==> config.mk <==
export PLATFORM = sky130hd
export DESIGN_NAME = mem_control
export DESIGN_NICKNAME = d
export VERILOG_FILES = /design/src/design/mem_pkg.sv /design/src/design/mem_control.sv
export SDC_FILE = /design/constraint.sdc
export NUM_CORES = 1
export LEC_CHECK = 0
export BUFFER_PORTS_ARGS = -buffer_cell sky130_fd_sc_hd__buf_2
export CAP_MARGIN = 20
export CORE_ASPECT_RATIO = 1.2
export CORE_MARGIN = 5
export CORE_UTILIZATION = 32
export DETAILED_ROUTE_END_ITERATION = 8
export PLACE_DENSITY = 0.9
export SLEW_MARGIN = 25
export SYNTH_ARGS = -nofsm -noshare
export SYNTH_HDL_FRONTEND = slang
export SYNTH_SLANG_ARGS = --single-unit
==> constraint.sdc <==
create_clock -name vclk -period 2.81
set_input_delay 0.7025 -clock vclk [all_inputs]
set_output_delay 0.7025 -clock vclk [all_outputs]
set_load 0.01 [all_outputs]
==> src/design/mem_pkg.sv <==
`default_nettype none

package mem_pkg;

   // ####################
   // Widths
   // ####################

   parameter int DATA_W = 32;
   parameter int ADDR_W = 32;
   parameter int BYTE_W = 8;
   parameter int HALF_W = 16;
   parameter int LANES  = DATA_W / BYTE_W;   // Byte lanes per word

   // ####################
   // Opcodes
   // ####################

   // MIPS primary opcode field
   typedef enum logic [5:0] {
      OP_NOP = 6'h00,
      OP_LB  = 6'h20,
      OP_LH  = 6'h21,
      OP_LW  = 6'h23,
      OP_LBU = 6'h24,
      OP_LHU = 6'h25,
      OP_SB  = 6'h28,
      OP_SH  = 6'h29,
      OP_SW  = 6'h2B
   } mem_op_e;

   // True for the five load opcodes
   function automatic logic is_load(input mem_op_e op);
      logic hit;
      case (op)
         OP_LB, OP_LH, OP_LW, OP_LBU, OP_LHU: hit = 1'b1;
         default:                             hit = 1'b0;
      endcase
      return hit;
   endfunction

endpackage

`default_nettype wire
==> src/design/mem_control.sv <==
`timescale 1ns/100ps
`default_nettype none

module mem_control (
   input  wire mem_pkg::mem_op_e              op_code,
   input  wire [mem_pkg::ADDR_W-1:0]          addr,
   input  wire [mem_pkg::DATA_W-1:0]          write_data,
   output logic                               mem_en,
   output logic [mem_pkg::LANES-1:0]          memsel,
   output logic [mem_pkg::ADDR_W-1:0]         final_addr,
   output logic [mem_pkg::DATA_W-1:0]         final_wdata,
   output logic                               addr_error_sw,
   output logic                               addr_error_lw
);

   import mem_pkg::*;

   assign final_addr = addr;   // Address goes through untouched

   // ####################
   // Opcode decode
   // ####################

   always_comb begin
      // Default is an idle cycle
      mem_en        = 1'b0;
      memsel        = '0;
      final_wdata   = '0;
      addr_error_sw = 1'b0;
      addr_error_lw = 1'b0;

      case (op_code)
         OP_SW: begin
            if (addr[1:0] == 2'b00) begin
               mem_en      = 1'b1;
               memsel      = '1;
               final_wdata = write_data;
            end else begin
               addr_error_sw = 1'b1;
            end
         end

         OP_SH: begin
            if (addr[0]) begin
               addr_error_sw = 1'b1;   // Odd half-word address
            end else begin
               mem_en      = 1'b1;
               final_wdata = {2{write_data[HALF_W-1:0]}};
               memsel      = addr[1] ? 4'b1100 : 4'b0011;
            end
         end

         // Bytes are always aligned
         OP_SB: begin
            mem_en              = 1'b1;
            final_wdata         = {LANES{write_data[BYTE_W-1:0]}};
            memsel[addr[1:0]]   = 1'b1;
         end

         OP_LW: begin
            if (addr[1:0] == 2'b00)
               mem_en = 1'b1;   // Read, memsel stays 0
            else
               addr_error_lw = 1'b1;
         end

         OP_LH, OP_LHU: begin
            if (addr[0])
               addr_error_lw = 1'b1;
            else
               mem_en = 1'b1;
         end

         OP_LB, OP_LBU: begin
            mem_en = 1'b1;
         end

         default: begin
            // NOP and unknown opcodes
            mem_en = 1'b0;
         end
      endcase
   end

endmodule

`default_nettype wire

* After elaboration in Yosys (flattened, before gate mapping)
Cells that the tools add are included.
Word-level totals: bits of input ports 70, register bits after elaboration 0, output and inout port bits 71, memories 0, ROM bits 0, logic and storage cells 32, bits in latches 0, RAM bits 0
Cells by class: multiplexer cells 16, shift operators 0, equal/unequal tests 8, bitwise operators 0, multipliers 0, add/sub/neg operators 0, reduce and logical (&&, ||, !) cells 6, divide/modulo/power cells 0, magnitude comparators 2
Operators with widths (count):
- one-hot mux 32 bit (3 select lines) | 1
- two-way mux 32 bit | 2
- == test 6 bit, second input constant | 8
- two-way mux 4 bit | 3
- one-hot mux 4 bit (3 select lines) | 1
- OR reduction 3 bit | 2
- two-way mux 1 bit | 5
- one-hot mux 1 bit (2 select lines) | 2
- OR reduction 2 bit | 2
- less-than comparator 2 x 3 -> 1 bit, second input constant | 1
- one-hot mux 1 bit (3 select lines) | 1
- demux 1 bit (select 2 bit) | 1
- >= comparator 2 x 1 -> 1 bit, second input constant | 1
- zero test 2 bit | 1
- logical AND 1 bit | 1

* Logic depth before layout (Yosys ltp)
word-level depth 5, gate-level depth with buffers 6

* Worst setup path before layout
Ideal clock, no wire load.
path type input to output, start input port op_code[1], end output port addr_error_lw, arrival 1.652 ns, required time 2.108 ns, stages on the path 4, slack 0.455 ns, path through buf_4 -> a21o_1 -> nand2_1 -> a2111oi_0
On the way: word-level cells in the longest chain between the ends 3, elaborated cells on any way between the ends 5, classes of those cells eq/ne: 3; mux: 1; reduce/logical: 1
RTL lines:
- from (decl) | line mem_control.sv:5 | input wire mem_pkg::mem_op_e op_code,
- == test 6 bit | line mem_control.sv:32 | case (op_code)
- OR reduction 2 bit | line mem_control.sv:32
- one-hot mux 1 bit (2 select lines) * | line mem_control.sv:32
- to (decl) | line mem_control.sv:13 | output logic addr_error_lw
Mark *: on every way between the ends. The rest lies on a longest branch, timed or not.

* Final worst setup path
start input port op_code[2], end output port final_wdata[26] (netlist bit)
On the way: word-level cells in the longest chain between the ends 2, elaborated cells on any way between the ends 4, classes of those cells eq/ne: 3; mux: 1
RTL lines:
- == test 6 bit | line mem_control.sv:32
- one-hot mux 32 bit (3 select lines) * | line mem_control.sv:32
- to (decl) | line mem_control.sv:11 | output logic [mem_pkg::DATA_W-1:0] final_wdata,
Marks and branches as above.

==> flow_metrics.tcl <==
set metrics [dict create \
    synth_cells 128 \
    met1_usage_pct 20.16 \
    initial_core_util_pct 34.17 \
    use_met3_pct 2.677 \
    fill_cells 290 \
    hold_viol_final 0 \
    yosysWarnings 0 \
    cts_hold_buf 0 \
    io_pins 141 \
    drt_iter0_drc 48 \
    fp-row-count 20 \
    dieArea_um2 3906 \
    clkbuf_count 0 \
    nFlopsAndLatches 0 \
    grt_max_degree 15 \
    core_um2 2577 \
    fin_tns_setup_ns 0 \
    slowest_delay_ns 0.24 \
    maxSlewHeadroom_pct 69.34 \
    netlist.area_leader.share_pct 32.39 \
    ys_types 23 \
    start_kind "input port" \
    place.gp.congestion 0.7221 \
    end_kind "primary output" \
    fin_area_um2 1085 \
    cts_setup_buffers 0 \
    grt_pass1_wl_um 5375 \
    startpoint "op_code[2]" \
    placedInstanceArea_um2 1085 \
    final_cells 208 \
    tightestPinTransition_ns 0.4598 \
    power_density_nw_per_um2 102.0 \
    numPortBuffers 81 \
    path_class "input port to primary output" \
    layout_min_cycle_time_ns 2.555 \
    synth_top_area_cell "buf_4" \
    ctsResizeCount 0 \
    ir_drop_v 0.00006579 \
    grt_overflow 0 \
    vias 1113 \
    status "complete, no violations" \
    cap_violations 0 \
    drt-pass1-iter-count 4 \
    die_y_um 67.48 \
    final-seq-area_um2 0 \
    synth_seq_area_share_pct 0 \
    hold_path.class "input port to primary output" \
    drc 0 \
    rsz0062_at_grt "no" \
    drive_gt1_share_pct 53.71 \
    dieWidth_um 57.90 \
    fmax_ghz 0.3914 \
    slowest_stage "nand4bb_4" \
    synthToLayoutAreaGrowth_pct 23.15 \
    placed_cells 208 \
    yosysMostFrequentCell "buf_4" \
    fin_crit_sh_pct 90.93 \
    synthTopCellsByArea "buf_4 (32%), a22oi_1 (14%), nor2_1 (8.5%)" \
    met2_usage_pct 31.21 \
    setup_viol 0 \
    arrival_ns 1.85 \
    cp_cell_sequence "buf_2 > nand4bb_4 > buf_4 > nor2b_1 > buf_4 > o2bb2ai_1 > buf_2" \
    grt_pass1_vias 1116 \
    ant_nets 0 \
    power_leakage_uw 0.0005722 \
    synth_fp_nets 198 \
    ys_top_cells_by_count "buf_4 (38), nor2_1 (20), a22oi_1 (17)" \
    grt_use_total_pct 17.25 \
    endpoint "final_wdata[26]" \
    wl_per_cell_um 16.58 \
    critPathMaxFanout 14 \
    syn_area_um2 880.8 \
    dp_hpwl_um 2799 \
    slew_violations 0 \
    avgSynthCellArea_um2 6.882 \
    busiest_layer "met2" \
    nNetsFinal 247 \
    via_per_inst 5.351 \
    antenna_found_initial 0 \
    wl_um 3449 \
    n_antenna_cell 0 \
    critPathRequiredTime_ns 2.11 \
]
critical path: cells and delay by family:
family          cells  cell delay, ns
buf+inv             4            0.67
simple gates        2            0.35
compound gates      1            0.13
through the flow:
| stage | utilization [%] | total power (uW) | hold WS [ns] | worst slack (ns) |
|---|---|---|---|---|
| floorplan | - | 102.9 | 1.459 | 0.4554 |
| global placement | 42.09 | 109.6 | 1.405 | 0.2610 |
| detailed placement | 42.09 | 111.1 | 1.405 | 0.2462 |
| CTS | 42.09 | 111.5 | 1.405 | 0.2434 |
| global route | 42.09 | 123.3 | 1.405 | 0.1195 |
| finish | 42.09 | 110.6 | 1.405 | 0.2548 |
layout by cell type, fill, tap and decap left out:
cell type | Yosys | final
buf_2 | 2 | 81
xor2_1 | 1 | 1
nand4bb_4 | 1 | 1
a21o_1 | 1 | 1
a21oi_1 | 3 | 3
o2bb2ai_1 | 8 | 8
nand2b_1 | 2 | 2
nor2b_1 | 4 | 4
a221oi_2 | 1 | 1
and4bb_2 | 1 | 1
inv_2 | 1 | 1
a2111oi_0 | 2 | 2
buf_4 | 38 | 8
nand2_1 | 3 | 3
inv_1 | 1 | 1
a22oi_1 | 17 | 17
a21oi_2 | 1 | 1
nor2_1 | 20 | 20
a32oi_1 | 8 | 8
nor3_1 | 2 | 2
and2_1 | 8 | 8
or2_1 | 1 | 1
routing by layer:
layer / share of wire [%] / vias to the layer above / routed length (um)
li1: - / 533 / -
met2: 50 / 64 / 1718
met3: 9.3 / 18 / 320
met4: 3.6 / 0 / 125
met1: 37 / 498 / 1285
met5: 0 / - / 0
cell type report:
cell class	instances	area (um2)	area share, %
multi-input cells	84	570.5	52.60
well taps	33	41.29	3.806
repair buffers	89	465.4	42.91
inverters	2	7.507	0.6920
how the worst min path moves through the flow:
stage	endpoint	start	slack, ns	depth (start not counted)
floorplan	memsel[1]	addr[1]	1.46	1
global placement	final_addr[11]	addr[11]	1.41	0
detailed placement	final_addr[11]	addr[11]	1.41	0
CTS	final_addr[11]	addr[11]	1.41	0
global route	final_addr[26]	addr[26]	1.41	0
finish	final_addr[16]	addr[16]	1.41	0
cells by family (layout without fill, tap and decap cells):
family                 after synthesis  count (layout)  synth area share [%]
buffers and inverters               44              91                 35.23
AND/OR/NAND/NOR                     42              42                 26.14
AO/OA/AOI/OAI                       41              41                 37.64
XOR/XNOR                             1               1                0.9945
report_power, final:
group          total (uW)  internal (uW)  leakage (uW)  switching [uW]
clock                   0              0             0               0
combinational         111           50.9      0.000572            59.7
sequential              0              0             0               0
Power figures use the tool's default switching activity.
