## config.mk

```make
export PLATFORM = sky130hd
export DESIGN_NAME = load_align
export DESIGN_NICKNAME = d
export VERILOG_FILES = /design/src/design/mem_pkg.sv /design/src/design/load_align.sv
export SDC_FILE = /design/constraint.sdc
export NUM_CORES = 1
export LEC_CHECK = 0
export ABC_AREA = 1
export ABC_CLOCK_PERIOD_IN_PS = 1500
export BUFFER_PORTS_ARGS = -buffer_cell sky130_fd_sc_hd__buf_2
export CORE_UTILIZATION = 43
export CTS_CLUSTER_SIZE = 40
export DETAILED_ROUTE_END_ITERATION = 6
export PLACE_DENSITY = 0.9
export SKIP_LAST_GASP = 1
export SLEW_MARGIN = 20
export SYNTH_ARGS = -nofsm -noshare
export SYNTH_HDL_FRONTEND = slang
export SYNTH_SLANG_ARGS = --single-unit
```

## constraint.sdc

```tcl
create_clock -name clk -period 1.5 [get_ports clk]
set_input_delay 0.15 -clock clk [delete_from_list [all_inputs] [get_ports clk]]
set_output_delay 0.15 -clock clk [all_outputs]
set_load 0.01 [all_outputs]
```

## src/design/mem_pkg.sv

```systemverilog
`default_nettype none

package mem_pkg;

   // ####################
   // Widths
   // ####################

   parameter int DATA_W = 32;
   parameter int ADDR_W = 32;
   parameter int BYTE_W = 8;
   parameter int HALF_W = 16;
   parameter int LANES  = DATA_W / BYTE_W;   // Byte lanes per word

   // ####################
   // Opcodes
   // ####################

   // MIPS primary opcode field
   typedef enum logic [5:0] {
      OP_NOP = 6'h00,
      OP_LB  = 6'h20,
      OP_LH  = 6'h21,
      OP_LW  = 6'h23,
      OP_LBU = 6'h24,
      OP_LHU = 6'h25,
      OP_SB  = 6'h28,
      OP_SH  = 6'h29,
      OP_SW  = 6'h2B
   } mem_op_e;

   // True for the five load opcodes
   function automatic logic is_load(input mem_op_e op);
      logic hit;
      case (op)
         OP_LB, OP_LH, OP_LW, OP_LBU, OP_LHU: hit = 1'b1;
         default:                             hit = 1'b0;
      endcase
      return hit;
   endfunction

endpackage

`default_nettype wire
```

## src/design/load_align.sv

```systemverilog
`timescale 1ns/100ps
`default_nettype none

module load_align (
   input  wire                                clk,
   input  wire                                rst_n,
   input  wire mem_pkg::mem_op_e              op_code,
   input  wire [1:0]                          addr_lo,
   input  wire                                rd_en,
   input  wire [mem_pkg::DATA_W-1:0]          rd_data,
   output logic [mem_pkg::DATA_W-1:0]         load_data,
   output logic                               load_valid
);

   import mem_pkg::*;

   logic          take;
   mem_op_e       op_q;
   logic [1:0]    lo_q;
   logic [BYTE_W-1:0] sel_byte;
   logic [HALF_W-1:0] sel_half;

   assign take = rd_en && is_load(op_code);

   // ####################
   // Request capture
   // ####################

   always_ff @(posedge clk or negedge rst_n) begin
      if (!rst_n)
         load_valid <= 1'b0;
      else
         load_valid <= take;   // One pulse per accepted load
   end

   always_ff @(posedge clk) begin
      if (take) begin
         op_q <= op_code;
         lo_q <= addr_lo;
      end
   end

   // ####################
   // Lane select and extend
   // ####################

   assign sel_byte = rd_data[lo_q*BYTE_W +: BYTE_W];
   assign sel_half = rd_data[lo_q[1]*HALF_W +: HALF_W];

   always_comb begin
      case (op_q)
         OP_LB:
            load_data = {{(DATA_W-BYTE_W){sel_byte[BYTE_W-1]}}, sel_byte};
         OP_LBU:
            load_data = {{(DATA_W-BYTE_W){1'b0}}, sel_byte};
         OP_LH:
            load_data = {{(DATA_W-HALF_W){sel_half[HALF_W-1]}}, sel_half};
         OP_LHU:
            load_data = {{(DATA_W-HALF_W){1'b0}}, sel_half};
         default:
            load_data = rd_data;   // LW, full word
      endcase
   end

endmodule

`default_nettype wire

```

* Word-level counts from Yosys, hierarchy flattened
Cells that the tools add are included.
** Word-level totals
- Flip-flop bits (word level) :: 9
- Input bits :: 43
- Output and inout port bits :: 33
** Operators by class
- Equality and inequality tests :: 9
- Shift-type cells :: 2
- Muxes and demuxes :: 2
- Reductions and logical operators :: 2
** Operator list (number)
- $pmux W32 S4 :: 1
- $eq A6 B6 Y1 const B :: 9
- $shiftx A32 B6 Y16 :: 1
- $shiftx A32 B6 Y8 :: 1
- $reduce_or A5 Y1 :: 1
- $logic_and A1 B1 Y1 :: 1
- $mux W1 :: 1

* Longest topological paths before layout
- Depth in word-level cells :: 4
- Gate-level depth with buffers :: 7

* Worst setup path before layout
No wires, ideal clock.
- Kind :: input port to flip-flop
- Start :: input op_code[1]
- End :: register lo_q[0] (enable)
- Library setup time :: 398 ps
- Arrival time :: 1142 ps
- Required time :: 1102 ps
- Path slack :: -40 ps
- Stages :: 2
- Path buffers :: 0
- Path through :: a21boi_0 -> nor4_1
** On the way
- Cells in the longest elaborated chain, start to end :: 4
- Elaborated cells on any way between the ends :: 8
** RTL lines
- start, declared :: line load_align.sv:7 : input wire mem_pkg::mem_op_e op_code,
- $eq A6 B6 Y1 :: line mem_pkg.sv:35 : case (op)
- $reduce_or A5 Y1 * :: line mem_pkg.sv:35
- $mux W1 * :: line mem_pkg.sv:35
- $logic_and A1 B1 Y1 * :: line load_align.sv:23 : assign take = rd_en && is_load(op_code);
- via take :: line load_align.sv:17 : logic take;
- end signal, assigned :: line load_align.sv:39 : lo_q <= addr_lo;
- end, declared :: line load_align.sv:19 : logic [1:0] lo_q;
Mark *: on every way through the listed nets, which the timed path passes. The rest lies on a longest branch.
A chain may end at the register's enable or synchronous reset.

* Worst setup path after layout
- Start :: register op_q[0]
- End :: output load_data[18] (netlist bit)
** On the way
- Cells in the longest elaborated chain, start to end :: 2
- Elaborated cells on any way between the ends :: 5
** RTL lines
- start, declared :: line load_align.sv:18 : mem_op_e op_q;
- start signal, assigned :: line load_align.sv:38 : op_q <= op_code;
- $eq A6 B6 Y1 :: line load_align.sv:51 : case (op_q)
- $pmux W32 S4 * :: line load_align.sv:51
- end, declared :: line load_align.sv:11 : output logic [mem_pkg::DATA_W-1:0] load_data,
Mark *: on every way between the ends. The rest lies on a longest branch, timed or not.

==> flow_summary.toml <==
[outcome]
status = "complete, but fails checks"
violations = "negative setup slack"

[synth]
synth_compound_area_share_pct = 0.6085
synth_cells = 229
synth_area_leaders = "nand2_1 (38%), nand3_1 (22%), edfxtp_1 (19%), buf_2 (3.7%), nand3_2 (2.4%)"
synth.area.mux_share_pct = 0
synth_cell_types = 18
synth-simple-area-share_pct = 68.46
ys_seq_area_share_pct = 21.50
synth-main-ff-cell = "edfxtp_1"
synth_area_um2 = 1234
avgSynthCellArea_um2 = 5.387
ys_seq_elements = 9
synthAdderAreaFrac_pct = 0
synth_fp_nets = 272
synthTopCellsByCount = "nand2_1 (126), nand3_1 (55), buf_2 (9)"
async_flop_share_pct = 11.11
synth_top_area_share_pct = 38.34
synth_xor_area_share_pct = 0
synth_edf_count = 8
yosys_warnings = 0
yosys.area.top_type = "nand2_1"
yosysMostFrequentCell = "nand2_1"
synth_top_family_by_area = "simple AND/OR/NAND/NOR gates"

[timing]
fin_crit_sh_pct = 108.3
tns_ns = -2.571
slew_violations = 0
slew_headroom_pct = 85.34
worst_pin_slew_ns = 0.2179
setup_viol = 32
fin_ws_ns = -0.1247
fmax_ghz = 0.6155
final_hold_viol_count = 0
rsz0062_at_grt = "yes"
fin_crit_ns = 1.625

[power_and_ir_drop]
p_leak_nw = 1.105
power_density_nw_per_um2 = 411.5
vdd_ir_drop_max_uv = 463.0
power_mw = 0.7727

[floorplan]
ios = 76
core-area_um2 = 2734
dieArea_um2 = 3087
fp.dieH_um = 55.57
start_util_pct = 45.13
fp-row-count = 19
die_x_um = 55.57

[worst_setup_path]
worst_path_max_delay_cell = "edfxtp_1"
cp_cell_sequence = "nor2_2, nand2_1, nor2_2, nand3_4, buf_4, nand3_1, buf_2"
worstPathRequired_ns = 1.35
cp-start-kind = "register"
crit_end = "load_data[18]"
path_class = "reg -> out"
critPathCaptureType = "output port"
cp.arrival_ns = 1.47
cp-startpoint = "op_q[0]"
cp_common_cell = "nor2_2"
critPathMaxFanout = 5
cp_slowest_stage_delay_ns = 0.40

[drt]
dr.pass1.iters = 5
via_count = 1803
remaining_drc_errors = 0
ant_nets = 0
wl_um = 3940
drt_iter0_markers = 158
routedWlPerCell_um = 11.35
drt-vias-per-instance = 5.196

[min_path]
min_path_type = "in -> reg"
hold_start = "addr_lo[0]"

[global_route]
grtUsageTotal_pct = 23.63
grt_max_degree = 33
grt_pass1_wl_um = 6044
antenna_found_initial = 0
overflow = 0
grt_pass1_vias = 1515

[placed_design]
globalplace.congestion = 0.8901
numPortBuffers = 75
dpl.hpwl_um = 2838

[cells_and_area]
area_growth_pct = 52.23
drive_gt1_share_pct = 37.97
antenna_cells = 0
fin_nets = 360

[clock_tree]
cts_buffer_depth = 2
cts.sink_count = 9
cts-root-buf = "clkbuf_4"
h-tree-depth = 1
cts_tree = "done"
cts_made_buffers = 3
cts.clk_slew.worst_paths_ns = 0.06

[job]
drv_cap = 0
-- per-stage QoR --
step / worst slack [ns] / instances / utilization, % / instance area, um2 / hold slack [ns]
after floorplan: 0.2675 / 229 / - / 1240 / -0.1456
after global placement: 0.09956 / 335 / 62.11 / 1698 / -0.07462
after detailed placement: 0.08945 / 335 / 62.11 / 1698 / -0.07374
after CTS: -0.1172 / 344 / 65.63 / 1794 / 0.06620
after global routing: -0.1872 / 347 / 68.70 / 1878 / 0.05823
final: -0.1247 / 347 / 68.70 / 1878 / 0.07259
-- metal layers --
layer  up-vias  GRT usage (%)  wire length, um
met5         -              0                0
met4         0          4.286               16
met3         4          2.108              349
met2       108          45.44             2028
met1       776          28.42             1545
li1        915              -                -
-- registers in the layout, indices dropped and copies added (netlist names) --
name / count
op_q: 6
lo_q: 2
load_valid: 1
-- layout make-up --
class | instances | area [um2]
clock buffer | 4 | 26.28
fill | 234 | 855.8
inverter | 8 | 30.03
multi-input combinational | 199 | 922.1
sequential | 9 | 265.3
tap | 31 | 38.79
timing repair buffer | 96 | 595.6
-- critical path, delay by kind of cell (launching register included) --
| family | cells | cell delay, ns |
|---|---|---|
| AND/OR/NAND/NOR | 5 | 0.53 |
| flip-flops | 1 | 0.40 |
| buffers and inverters | 2 | 0.30 |
-- logic make-up (layout without fill, tap and decap cells) --
kind of cell,count (synthesis),count (layout)
AOI/OAI and AO/OA,1,1
buffers and inverters,22,108
DFF,9,9
and+or+nand+nor,197,198
-- cell usage in the layout, fill, tap and decap left out, types with 2 or more instances in the layout --
master / netlist / routed
inv_2: 2 / 4
nor2_4: 1 / 2
buf_2: 9 / 73
buf_6: 2 / 8
edfxtp_1: 8 / 8
clkbuf_4: 0 / 3
nand3_1: 55 / 51
nor2_1: 8 / 5
inv_1: 6 / 4
nand2_4: 0 / 2
buf_12: 0 / 2
nor2_2: 1 / 3
nand2_1: 126 / 123
buf_4: 2 / 12
nand3_2: 3 / 6
nand2_2: 1 / 3
-- where the power goes --
group	total, mW	leakage [nW]	switching (mW)	internal, mW
clock	0.176	0.0150	0.0746	0.102
sequential	0.284	0.0862	0.00422	0.280
combinational	0.312	1.00	0.167	0.145
total	0.773	1.10	0.246	0.527
-- worst min-delay path by stage --
stage                  to  slack (ns)  cells past startpoint
6_report          lo_q[0]        0.07                      1
3_3_place_gp   load_valid       -0.07                      1
4_1_cts           lo_q[0]        0.07                      1
3_5_place_dp   load_valid       -0.07                      1
5_1_grt           lo_q[0]        0.06                      1
2_1_floorplan  load_valid       -0.15                      0
-- repair_timing --
item / CTS / global route
cloned: 0 / 1
gates resized for setup: 9 / 15
setup endpoints to repair: 32 / 32
pin swaps: 4 / 4
buffers inserted: 4 / 2
hold buffers: 1 / 0
endpoints found under the hold margin: 1 / 0
(Power assumes the default switching activity.)
